**src/rtl/am_lock_pkg.sv**
```systemverilog
/*
  shared sizes and constants for the marker lock stage
  lane marker table, coded block and match/event structs
  lock FSM state enum
*/

package am_lock_pkg;

	localparam int NB_CODED_BLOCK   = 66;   // sync header plus payload
	localparam int NB_AM            = 48;   // M0..M2 and M4..M6
	localparam int N_ALIGNER        = 4;    // lanes in the table
	localparam int NB_LANE_ID       = 2;
	localparam int AM_PERIOD        = 32;   // valid blocks, marker included
	localparam int NB_BLOCK_CNT     = 5;
	localparam int NB_BIP           = 8;
	localparam int NB_ERROR_COUNTER = 16;
	localparam int NB_VAL_AM        = 3;
	localparam int NB_INV_AM        = 3;

	localparam logic [1:0] CTRL_SH         = 2'b10;
	localparam logic [7:0] BLOCK_TYPE_CTRL = 8'h1E;

	// M0 M1 M2 followed by their inverse M4 M5 M6
	localparam logic [NB_AM-1:0] AM_TABLE [N_ALIGNER] = '{
		48'hC16821_3E97DE,   // lane 0
		48'h9D718E_628E71,   // lane 1
		48'h594BE8_A6B417,   // lane 2
		48'h4D957B_B26A84    // lane 3
	};

	typedef struct packed {
		logic [1:0]  sh;        // sync header
		logic [63:0] payload;
	} am_block_t;

	typedef struct packed {
		logic [N_ALIGNER-1:0] vector;   // one bit per lane
		logic                 any;      // or of vector
	} am_match_t;

	typedef struct packed {
		logic                  at_marker;   // block sits at a marker position
		logic                  check;       // expected marker that matched
		logic [NB_LANE_ID-1:0] lane_id;
	} am_event_t;

	typedef enum logic [1:0] {
		ST_SEARCH,
		ST_ACQUIRE,
		ST_LOCKED
	} am_state_e;

endpackage

```
**src/rtl/am_comparator.sv**
```systemverilog
/*
  masked marker comparator
  matches the block's marker fields against every lane entry
*/

`timescale 1ns/1ns

module am_comparator
	import am_lock_pkg::*;
(
	input  logic [NB_AM-1:0]      i_am_value,       // marker fields of current block
	input  logic [NB_AM-1:0]      i_compare_mask,   // one = bit is compared
	input  logic                  i_enable_mask,    // restrict to locked lane
	input  logic [NB_LANE_ID-1:0] i_lane_sel,       // locked lane from fsm
	output am_match_t             o_match
);

	logic [N_ALIGNER-1:0] hit;     // raw per-lane match
	logic [N_ALIGNER-1:0] allow;   // lanes permitted to report

	always_comb
	begin
		hit   = '0;
		allow = '1;
		for (int i = 0; i < N_ALIGNER; i++)
		begin
			// differences outside the mask are ignored
			hit[i] = ~|((i_am_value ^ AM_TABLE[i]) & i_compare_mask);
			if (i_enable_mask && (i_lane_sel != NB_LANE_ID'(i)))
			begin
				allow[i] = 1'b0;   // only the captured lane counts
			end
		end
	end

	always_comb
	begin
		o_match.vector = hit & allow;
		o_match.any    = |(hit & allow);
	end

endmodule

```
**src/rtl/am_error_counter.sv**
```systemverilog
/*
  BIP3 error counter
  saturating count of mismatches at checked markers
*/

`timescale 1ns/1ns

module am_error_counter
	import am_lock_pkg::*;
(
	input  logic                        i_clock,
	input  logic                        i_reset,
	input  logic                        i_enable,
	input  logic                        i_valid,
	input  am_event_t                   i_event,
	input  logic [NB_BIP-1:0]           i_received_bip,     // bip3 field of marker
	input  logic [NB_BIP-1:0]           i_calculated_bip,   // from accumulator
	output logic [NB_ERROR_COUNTER-1:0] o_error_count
);

	logic bip_error;

	assign bip_error = i_event.check && (i_received_bip != i_calculated_bip);

	always_ff @(posedge i_clock)
	begin
		if (i_reset)
		begin
			o_error_count <= '0;
		end
		else if (i_enable && i_valid && bip_error && (o_error_count != '1))
		begin
			o_error_count <= o_error_count + 1'b1;   // holds at max
		end
	end

endmodule

```
**src/rtl/am_lock_fsm.sv**
```systemverilog
/*
  marker lock FSM
  search, acquire and locked states, marker period counter,
  good and bad marker counts, lane capture and marker events
*/

`timescale 1ns/1ns

module am_lock_fsm
	import am_lock_pkg::*;
(
	input  logic                  i_clock,
	input  logic                  i_reset,
	input  logic                  i_enable,       // register file enable
	input  logic                  i_valid,        // one block strobe
	input  logic                  i_block_lock,   // level from block sync
	input  am_match_t             i_match,        // from comparator, same cycle
	input  logic [NB_VAL_AM-1:0]  i_lock_thr,     // good markers needed for lock
	input  logic [NB_INV_AM-1:0]  i_unlock_thr,   // bad markers that drop lock
	output logic                  o_enable_mask,
	output logic [NB_LANE_ID-1:0] o_lane_sel,
	output am_event_t             o_event,
	output logic                  o_am_lock,
	output logic                  o_resync
);

	am_state_e              state;
	logic [NB_BLOCK_CNT-1:0] block_cnt;   // valid blocks since last marker
	logic [NB_VAL_AM-1:0]    good_cnt;
	logic [NB_INV_AM-1:0]    bad_cnt;
	logic [NB_LANE_ID-1:0]   lane_id;     // captured at first marker
	logic                    active;      // enabled and block sync locked
	logic                    blk;         // block accepted this cycle
	logic                    expected;    // counter says marker is due
	logic [NB_VAL_AM-1:0]    good_inc;
	logic [NB_INV_AM-1:0]    bad_inc;
	logic [NB_VAL_AM-1:0]    lock_thr;
	logic [NB_INV_AM-1:0]    unlock_thr;
	logic [NB_LANE_ID-1:0]   found_lane;

	// lowest matching lane wins
	function automatic logic [NB_LANE_ID-1:0] lowest_lane(input logic [N_ALIGNER-1:0] vec);
		logic [NB_LANE_ID-1:0] id;
		id = '0;
		for (int i = N_ALIGNER-1; i >= 0; i--)
		begin
			if (vec[i])
			begin
				id = NB_LANE_ID'(i);
			end
		end
		return id;
	endfunction

	assign active     = i_enable && i_block_lock;
	assign blk        = active && i_valid;
	assign expected   = (state != ST_SEARCH) && (block_cnt == NB_BLOCK_CNT'(AM_PERIOD-1));
	assign found_lane = lowest_lane(i_match.vector);
	assign good_inc   = (good_cnt == '1) ? good_cnt : good_cnt + 1'b1;   // saturate
	assign bad_inc    = (bad_cnt == '1) ? bad_cnt : bad_cnt + 1'b1;
	assign lock_thr   = (i_lock_thr == '0) ? NB_VAL_AM'(1) : i_lock_thr;  // zero acts as one
	assign unlock_thr = (i_unlock_thr == '0) ? NB_INV_AM'(1) : i_unlock_thr;

	assign o_enable_mask = (state != ST_SEARCH);   // compare only the captured lane
	assign o_lane_sel    = lane_id;

	always_comb
	begin
		o_event = '0;
		if (blk)
		begin
			if (state == ST_SEARCH)
			begin
				o_event.at_marker = i_match.any;   // first marker, not checked
				o_event.lane_id   = found_lane;
			end
			else
			begin
				o_event.at_marker = expected;
				o_event.check     = expected && i_match.any;
				o_event.lane_id   = lane_id;
			end
		end
	end

	always_ff @(posedge i_clock)
	begin
		if (i_reset)
		begin
			state     <= ST_SEARCH;
			block_cnt <= '0;
			good_cnt  <= '0;
			bad_cnt   <= '0;
			lane_id   <= '0;
			o_am_lock <= 1'b0;
			o_resync  <= 1'b0;
		end
		else if (!active)
		begin
			state     <= ST_SEARCH;   // back to search, no resync
			block_cnt <= '0;
			good_cnt  <= '0;
			bad_cnt   <= '0;
			o_am_lock <= 1'b0;
			o_resync  <= 1'b0;
		end
		else
		begin
			o_resync <= 1'b0;   // single cycle pulse
			if (i_valid)
			begin
				case (state)
					ST_SEARCH:
					begin
						if (i_match.any)
						begin
							lane_id   <= found_lane;
							block_cnt <= '0;
							good_cnt  <= NB_VAL_AM'(1);
							bad_cnt   <= '0;
							state     <= ST_ACQUIRE;
						end
					end
					ST_ACQUIRE:
					begin
						if (!expected)
						begin
							block_cnt <= block_cnt + 1'b1;
						end
						else if (i_match.any)
						begin
							block_cnt <= '0;
							good_cnt  <= good_inc;
							bad_cnt   <= '0;
							if (good_inc >= lock_thr)
							begin
								state     <= ST_LOCKED;
								o_am_lock <= 1'b1;
							end
						end
						else
						begin
							state     <= ST_SEARCH;   // acquisition failed
							block_cnt <= '0;
							good_cnt  <= '0;
							o_resync  <= 1'b1;
						end
					end
					ST_LOCKED:
					begin
						if (!expected)
						begin
							block_cnt <= block_cnt + 1'b1;
						end
						else if (i_match.any)
						begin
							block_cnt <= '0;
							good_cnt  <= good_inc;
							bad_cnt   <= '0;
						end
						else if (bad_inc >= unlock_thr)
						begin
							state     <= ST_SEARCH;   // lock lost
							block_cnt <= '0;
							good_cnt  <= '0;
							bad_cnt   <= '0;
							o_am_lock <= 1'b0;
							o_resync  <= 1'b1;
						end
						else
						begin
							block_cnt <= '0;   // keep period on a bad marker
							bad_cnt   <= bad_inc;
						end
					end
					default:
					begin
						state <= ST_SEARCH;
					end
				endcase
			end
		end
	end

endmodule

```
**src/rtl/am_lock_module.sv**
```systemverilog
/*
  alignment marker lock stage, one receive lane
  input split, comparator, lock FSM, BIP3 check,
  idle substitution at checked markers, registered outputs
*/

`timescale 1ns/1ns

module am_lock_module
	import am_lock_pkg::*;
(
	input  logic                        i_clock,
	input  logic                        i_reset,
	input  logic                        i_rf_enable,
	input  logic                        i_valid,               // one block strobe
	input  logic                        i_block_lock,          // level from block sync
	input  logic [NB_CODED_BLOCK-1:0]   i_data,
	input  logic [NB_VAL_AM-1:0]        i_rf_valid_am_thr,
	input  logic [NB_INV_AM-1:0]        i_rf_invalid_am_thr,
	input  logic [NB_AM-1:0]            i_rf_compare_mask,
	output logic [NB_CODED_BLOCK-1:0]   o_data,
	output logic                        o_valid,
	output logic [NB_LANE_ID-1:0]       o_lane_id,
	output logic [NB_ERROR_COUNTER-1:0] o_error_counter,
	output logic                        o_am_lock,
	output logic                        o_resync,
	output logic                        o_start_of_lane
);

	am_block_t             in_block;
	logic [NB_AM-1:0]      am_value;
	logic [NB_BIP-1:0]     received_bip;
	logic [NB_BIP-1:0]     calculated_bip;
	am_match_t             match;
	am_event_t             am_event;
	logic                  enable_mask;
	logic [NB_LANE_ID-1:0] lane_sel;
	logic                  accepted;      // block taken this cycle

	assign in_block     = i_data;
	assign am_value     = {in_block.payload[63:40], in_block.payload[31:8]};   // skip bip3 and bip7
	assign received_bip = in_block.payload[39:32];
	assign accepted     = i_valid && i_rf_enable;

	am_comparator u_am_comparator (
		.i_am_value     (am_value),
		.i_compare_mask (i_rf_compare_mask),
		.i_enable_mask  (enable_mask),
		.i_lane_sel     (lane_sel),
		.o_match        (match)
	);

	am_lock_fsm u_am_lock_fsm (
		.i_clock       (i_clock),
		.i_reset       (i_reset),
		.i_enable      (i_rf_enable),
		.i_valid       (i_valid),
		.i_block_lock  (i_block_lock),
		.i_match       (match),
		.i_lock_thr    (i_rf_valid_am_thr),
		.i_unlock_thr  (i_rf_invalid_am_thr),
		.o_enable_mask (enable_mask),
		.o_lane_sel    (lane_sel),
		.o_event       (am_event),
		.o_am_lock     (o_am_lock),
		.o_resync      (o_resync)
	);

	bip_calculator u_bip_calculator (
		.i_clock (i_clock),
		.i_reset (i_reset),
		.i_valid (accepted),
		.i_block (in_block),
		.i_event (am_event),
		.o_bip3  (calculated_bip)
	);

	am_error_counter u_am_error_counter (
		.i_clock          (i_clock),
		.i_reset          (i_reset),
		.i_enable         (i_rf_enable),
		.i_valid          (i_valid),
		.i_event          (am_event),
		.i_received_bip   (received_bip),
		.i_calculated_bip (calculated_bip),
		.o_error_count    (o_error_counter)
	);

	always_ff @(posedge i_clock)
	begin
		if (i_reset)
		begin
			o_data          <= '0;
			o_valid         <= 1'b0;
			o_start_of_lane <= 1'b0;
			o_lane_id       <= '0;
		end
		else
		begin
			o_valid         <= accepted;
			o_start_of_lane <= accepted && am_event.check;
			if (accepted)
			begin
				if (am_event.check)
				begin
					o_data    <= {CTRL_SH, BLOCK_TYPE_CTRL, 56'd0};   // idle replaces marker
					o_lane_id <= am_event.lane_id;
				end
				else
				begin
					o_data <= in_block;
				end
			end
		end
	end

endmodule

```
**src/rtl/bip_calculator.sv**
```systemverilog
/*
  BIP3 accumulator
  interleaved parity over the payloads between two markers
*/

`timescale 1ns/1ns

module bip_calculator
	import am_lock_pkg::*;
(
	input  logic              i_clock,
	input  logic              i_reset,
	input  logic              i_valid,    // accepted block strobe
	input  am_block_t         i_block,
	input  am_event_t         i_event,    // at_marker clears the sum
	output logic [NB_BIP-1:0] o_bip3
);

	logic [NB_BIP-1:0] fold;   // parity of this payload
	logic [NB_BIP-1:0] acc;    // parity since previous marker

	// bit j collects payload bits with index mod 8 equal to j
	always_comb
	begin
		fold = '0;
		for (int k = 0; k < 64/NB_BIP; k++)
		begin
			fold = fold ^ i_block.payload[k*NB_BIP +: NB_BIP];
		end
	end

	always_ff @(posedge i_clock)
	begin
		if (i_reset)
		begin
			acc <= '0;
		end
		else if (i_valid)
		begin
			if (i_event.at_marker)
			begin
				acc <= '0;   // marker itself is excluded
			end
			else
			begin
				acc <= acc ^ fold;
			end
		end
	end

	assign o_bip3 = acc;   // value seen by the marker block

endmodule

```
**config.mk**
```make
export PLATFORM = sky130hd
export DESIGN_NAME = am_lock_module
export DESIGN_NICKNAME = d
export VERILOG_FILES = /design/src/rtl/am_lock_pkg.sv /design/src/rtl/am_comparator.sv /design/src/rtl/am_error_counter.sv /design/src/rtl/am_lock_fsm.sv /design/src/rtl/am_lock_module.sv /design/src/rtl/bip_calculator.sv
export SDC_FILE = /design/constraint.sdc
export NUM_CORES = 1
export LEC_CHECK = 0
export ABC_AREA = 1
export BUFFER_PORTS_ARGS = -buffer_cell sky130_fd_sc_hd__buf_4
export CORE_ASPECT_RATIO = 1.5
export CORE_MARGIN = 2
export CORE_UTILIZATION = 45
export CTS_CLUSTER_DIAMETER = 50
export DETAILED_ROUTE_END_ITERATION = 8
export GPL_TIMING_DRIVEN = 0
export PLACE_DENSITY = 0.75
export SLEW_MARGIN = 20
export SYNTH_ARGS = -nofsm -noshare
export SYNTH_HDL_FRONTEND = slang
export SYNTH_SLANG_ARGS = --single-unit
```
**constraint.sdc**
```tcl
create_clock -name i_clock -period 2.6 [get_ports i_clock]
set_clock_uncertainty 0.15 [all_clocks]
set_input_delay 0.52 -clock i_clock [delete_from_list [all_inputs] [get_ports i_clock]]
set_output_delay 0.52 -clock i_clock [all_outputs]
set_load 0.05 [all_outputs]
```
==> impl_results.md <==
- Run status: finished, final reports clean
- R2R depth: 16
- Critical path launch point type: flip-flop
- Final period util: 95.7%
- IR drop worst, VDD: 0.300 mV
- First DRT Iteration DRCs: 412
- Core Area: 0.0145 mm²
- Global-route usage over all layers: 29.0%
- Least-Margin Pin Slew: 686 ps
- CTS buffer count: 9
- Die Ht: 153 µm
- Post-synthesis sequential area ratio: 33.5%
- Residual DRC: 0
- Pin count of the biggest net entering global routing: 19
- Die Wd: 103 µm
- Initial antenna violation count: 0
- Power per Cell Area: 460 mW/mm²
- Crit path largest cell delay: 360 ps
- Relative slew slack: 54.3%
- Reg2reg end: o_data[24]
- Crit path kind: reg -> reg
- Via/cell ratio: 5.02
- Gr ovfl total: 0
- Area Growth Syn to Fin: 36.1%
- PortBufs: 211
- CTS Hold Bufs: 0
- Via count: 7391
- Ant. Diodes: 0
- Worst EP arrival: 2560 ps
- Clk Latency, worst-skew pair: 350 ps
- Seq cells post-synth: 111
- Clk root buf: clkbuf_16
- Rows: 54
- Syn Inst Count: 1032
- RSZ-0062 raised after global routing: true
- Synth unique cells: 35
- CTS tree: built
- H-tree levels: 3
- YS warnings: 0
- Worst Path Required: 2670 ps
- Clock sink total: 111
- Reg2reg start: u_am_lock_fsm.state[1]
- First-pass GRT wire length: 35400 µm
- CP max FO: 10
- Final WL: 23300 µm
- Number of global-route vias before repair: 6958
- Die ar.: 0.0158 mm²
- Max Clk Rate: 402 MHz
- Worst reg2reg setup slack: 110 ps
- Final ANT Viol Nets: 0
- I/O Pins: 213
- WHS Path Cells: 3
- Mapped cell area: 0.00664 mm²
- Endpoint class of the critical path: flip-flop
- Max-cap viol count: 0
- 1st-pass router iterations: 5
- Ratio of cells with drive above 1 in the final layout: 23.0%
- Setup violations, final: 0
- Post-route minimum period: 2490 ps
- Clk slew on worst S/H paths: 80 ps
- CP Cell Sequence: inv_4 -> ha_4 -> inv_2 -> nand2_2 -> nand2_1 -> nor2_1 -> nand2_1 -> nor2_2 -> nand2_1 -> nor2_2 -> nor2_2 -> nand2_4 -> nand3_4 -> buf_4 -> nand3_1 -> a21oi_1
- Hold Path Origin: i_data[64]
- Worst min-delay path class: in -> reg
- Fin Hold WS: 284 ps
- Worst hold endpoint: o_data[64]
- Clock Tree Buf Depth: 2
- Critical Path Slowest Stage Cell: dfxtp_4
- Starting Density: 45.9%
- Wire per inst: 15.8 µm
- Avg Cell Area, Syn: 6.43 µm²
- Final nets: 1411
- Synth Net Count: 1172
- Fin util: 62.5%
- Leak: 4.30 nW
- Slew Limit Fails: 0
- Final GP Congestion: 0.968
- Hpwl dp: 19000 µm
- Final Hold Violating Endpoints: 0
- Total power draw: 4.16 mW
per-stage QoR:
stage / cell area, µm² / std cells / TNS (ps) / worst slack (ps)
floorplan: 6640 / 1032 / 0 / 251
global placement: 8460 / 1439 / -11250 / -243
detailed placement: 8460 / 1439 / -13500 / -255
CTS: 8770 / 1454 / 0 / 10.0
global route: 9030 / 1471 / -46.0 / -17.5
finish: 9030 / 1471 / 0 / 111
worst max-delay path by stage:
stage	start	to	slack [ps]	cells after the start
floorplan	u_am_error_counter.o_error_count[0]	u_am_error_counter.o_error_count[9]	250	9
global placement	u_am_lock_fsm.state[0]	o_data[24]	-240	16
detailed placement	u_am_lock_fsm.state[0]	o_data[24]	-260	16
CTS	u_am_lock_fsm.state[0]	o_data[24]	10	16
global route	u_am_lock_fsm.state[1]	u_am_error_counter.o_error_count[15]	-20	16
finish	u_am_lock_fsm.state[1]	o_data[24]	110	16
routing by layer:
layer  share of wire (%)  routed length (µm)  global-route usage, %
met5                   0                   0                      0
met4                 4.8                1120                   13.7
met3                 5.7                1330                   5.09
met2                  52               12100                   52.0
met1                  38                8750                   32.2
layout make-up:
cell class / count / area [µm²]
Inverter: 112 / 425
Fill cell: 1444 / 5430
Buffer: 32 / 151
Sequential cell: 111 / 2230
Clock buffer: 10 / 229
Clock inverter: 5 / 42.5
Multi-Input combinational cell: 778 / 3990
Tap cell: 196 / 245
Timing Repair Buffer: 227 / 1720
placed cells by master (no fill, tap or decap), drive strengths merged:
master    count
nand2       303
buf         233
nor2        130
inv         113
dfxtp       111
nand3        94
a21oi        85
xnor2        39
clkbuf       36
xor2         34
o21ai        32
ha           15
nor3         13
nand4         8
a31oi         7
or2           4
nor4          3
clkinvlp      3
nand3b        2
nor3b         2
o21bai        2
mux2          2
and2          1
clkinv        1
mux2i         1
o31ai         1
Yosys cell counts, drive strengths merged:
| cell type | count | area (µm²) |
|---|---|---|
| a21oi | 85 | 425 |
| nor2 | 130 | 513 |
| o21bai | 2 | 15.0 |
| mux2i | 1 | 10.0 |
| o21ai | 32 | 164 |
| o31ai | 1 | 7.51 |
| nor3b | 2 | 15.0 |
| nor4 | 3 | 18.8 |
| xnor2 | 39 | 342 |
| xor2 | 34 | 298 |
| a31oi | 7 | 43.8 |
| inv | 111 | 417 |
| dfxtp | 111 | 2220 |
| nand4 | 7 | 58.8 |
| or2 | 4 | 25.0 |
| mux2 | 2 | 22.5 |
| nand3b | 2 | 15.0 |
| nand3 | 94 | 475 |
| clkinv | 1 | 3.75 |
| nand2 | 303 | 1150 |
| and2 | 1 | 6.26 |
| nor3 | 13 | 65.1 |
| ha | 15 | 188 |
| buf | 10 | 52.6 |
| clkbuf | 22 | 82.6 |
state kept, by name (all words and copies together), names as in the netlist, 2 cells and up:
signal,flops
u_bip_calculator.o_bip3,8
u_am_lock_fsm.block_cnt,5
u_am_lock_fsm.good_cnt,3
u_am_error_counter.o_error_count,16
u_am_lock_fsm.bad_cnt,3
o_data,66
u_am_lock_fsm.o_lane_sel,2
o_lane_id,2
u_am_lock_fsm.state,2
what timing repair did:
| item | in CTS | in global routing |
|---|---|---|
| endpoints found under the setup margin | 95 | 106 |
| hold endpoints to repair | 0 | 0 |
| gates resized for setup | 9 | 38 |
| gates cloned | 0 | 2 |
| pin swaps | 0 | 8 |
| buffers inserted | 0 | 15 |
critical path: cells and delay by family (launching register included):
family | cells | cell delay (ps)
simple gates | 11 | 1210
fa+ha+maj | 1 | 160
compound gates | 1 | 80
buf+inv | 3 | 390
flops | 1 | 360
cells by family (layout without fill, tap and decap cells):
logic type,after synthesis,in the layout,share of synthesized area [%]
multiplexers,3,3,0.490
flip-flops,111,111,33.5
XOR/XNOR,73,73,9.64
adder cells (fa/ha/maj),15,15,2.83
AND/OR/NAND/NOR,559,560,35.3
AO/OA/AOI/OAI,127,127,9.88
buffers and inverters,144,386,8.37
power breakdown:
group	total (mW)	switching, mW	internal, mW
combinational	1.02	0.624	0.398
clock	1.33	0.671	0.657
sequential	1.81	0.0435	1.76
total	4.16	1.34	2.82
No activity file was read; power rests on OpenSTA's default activity.
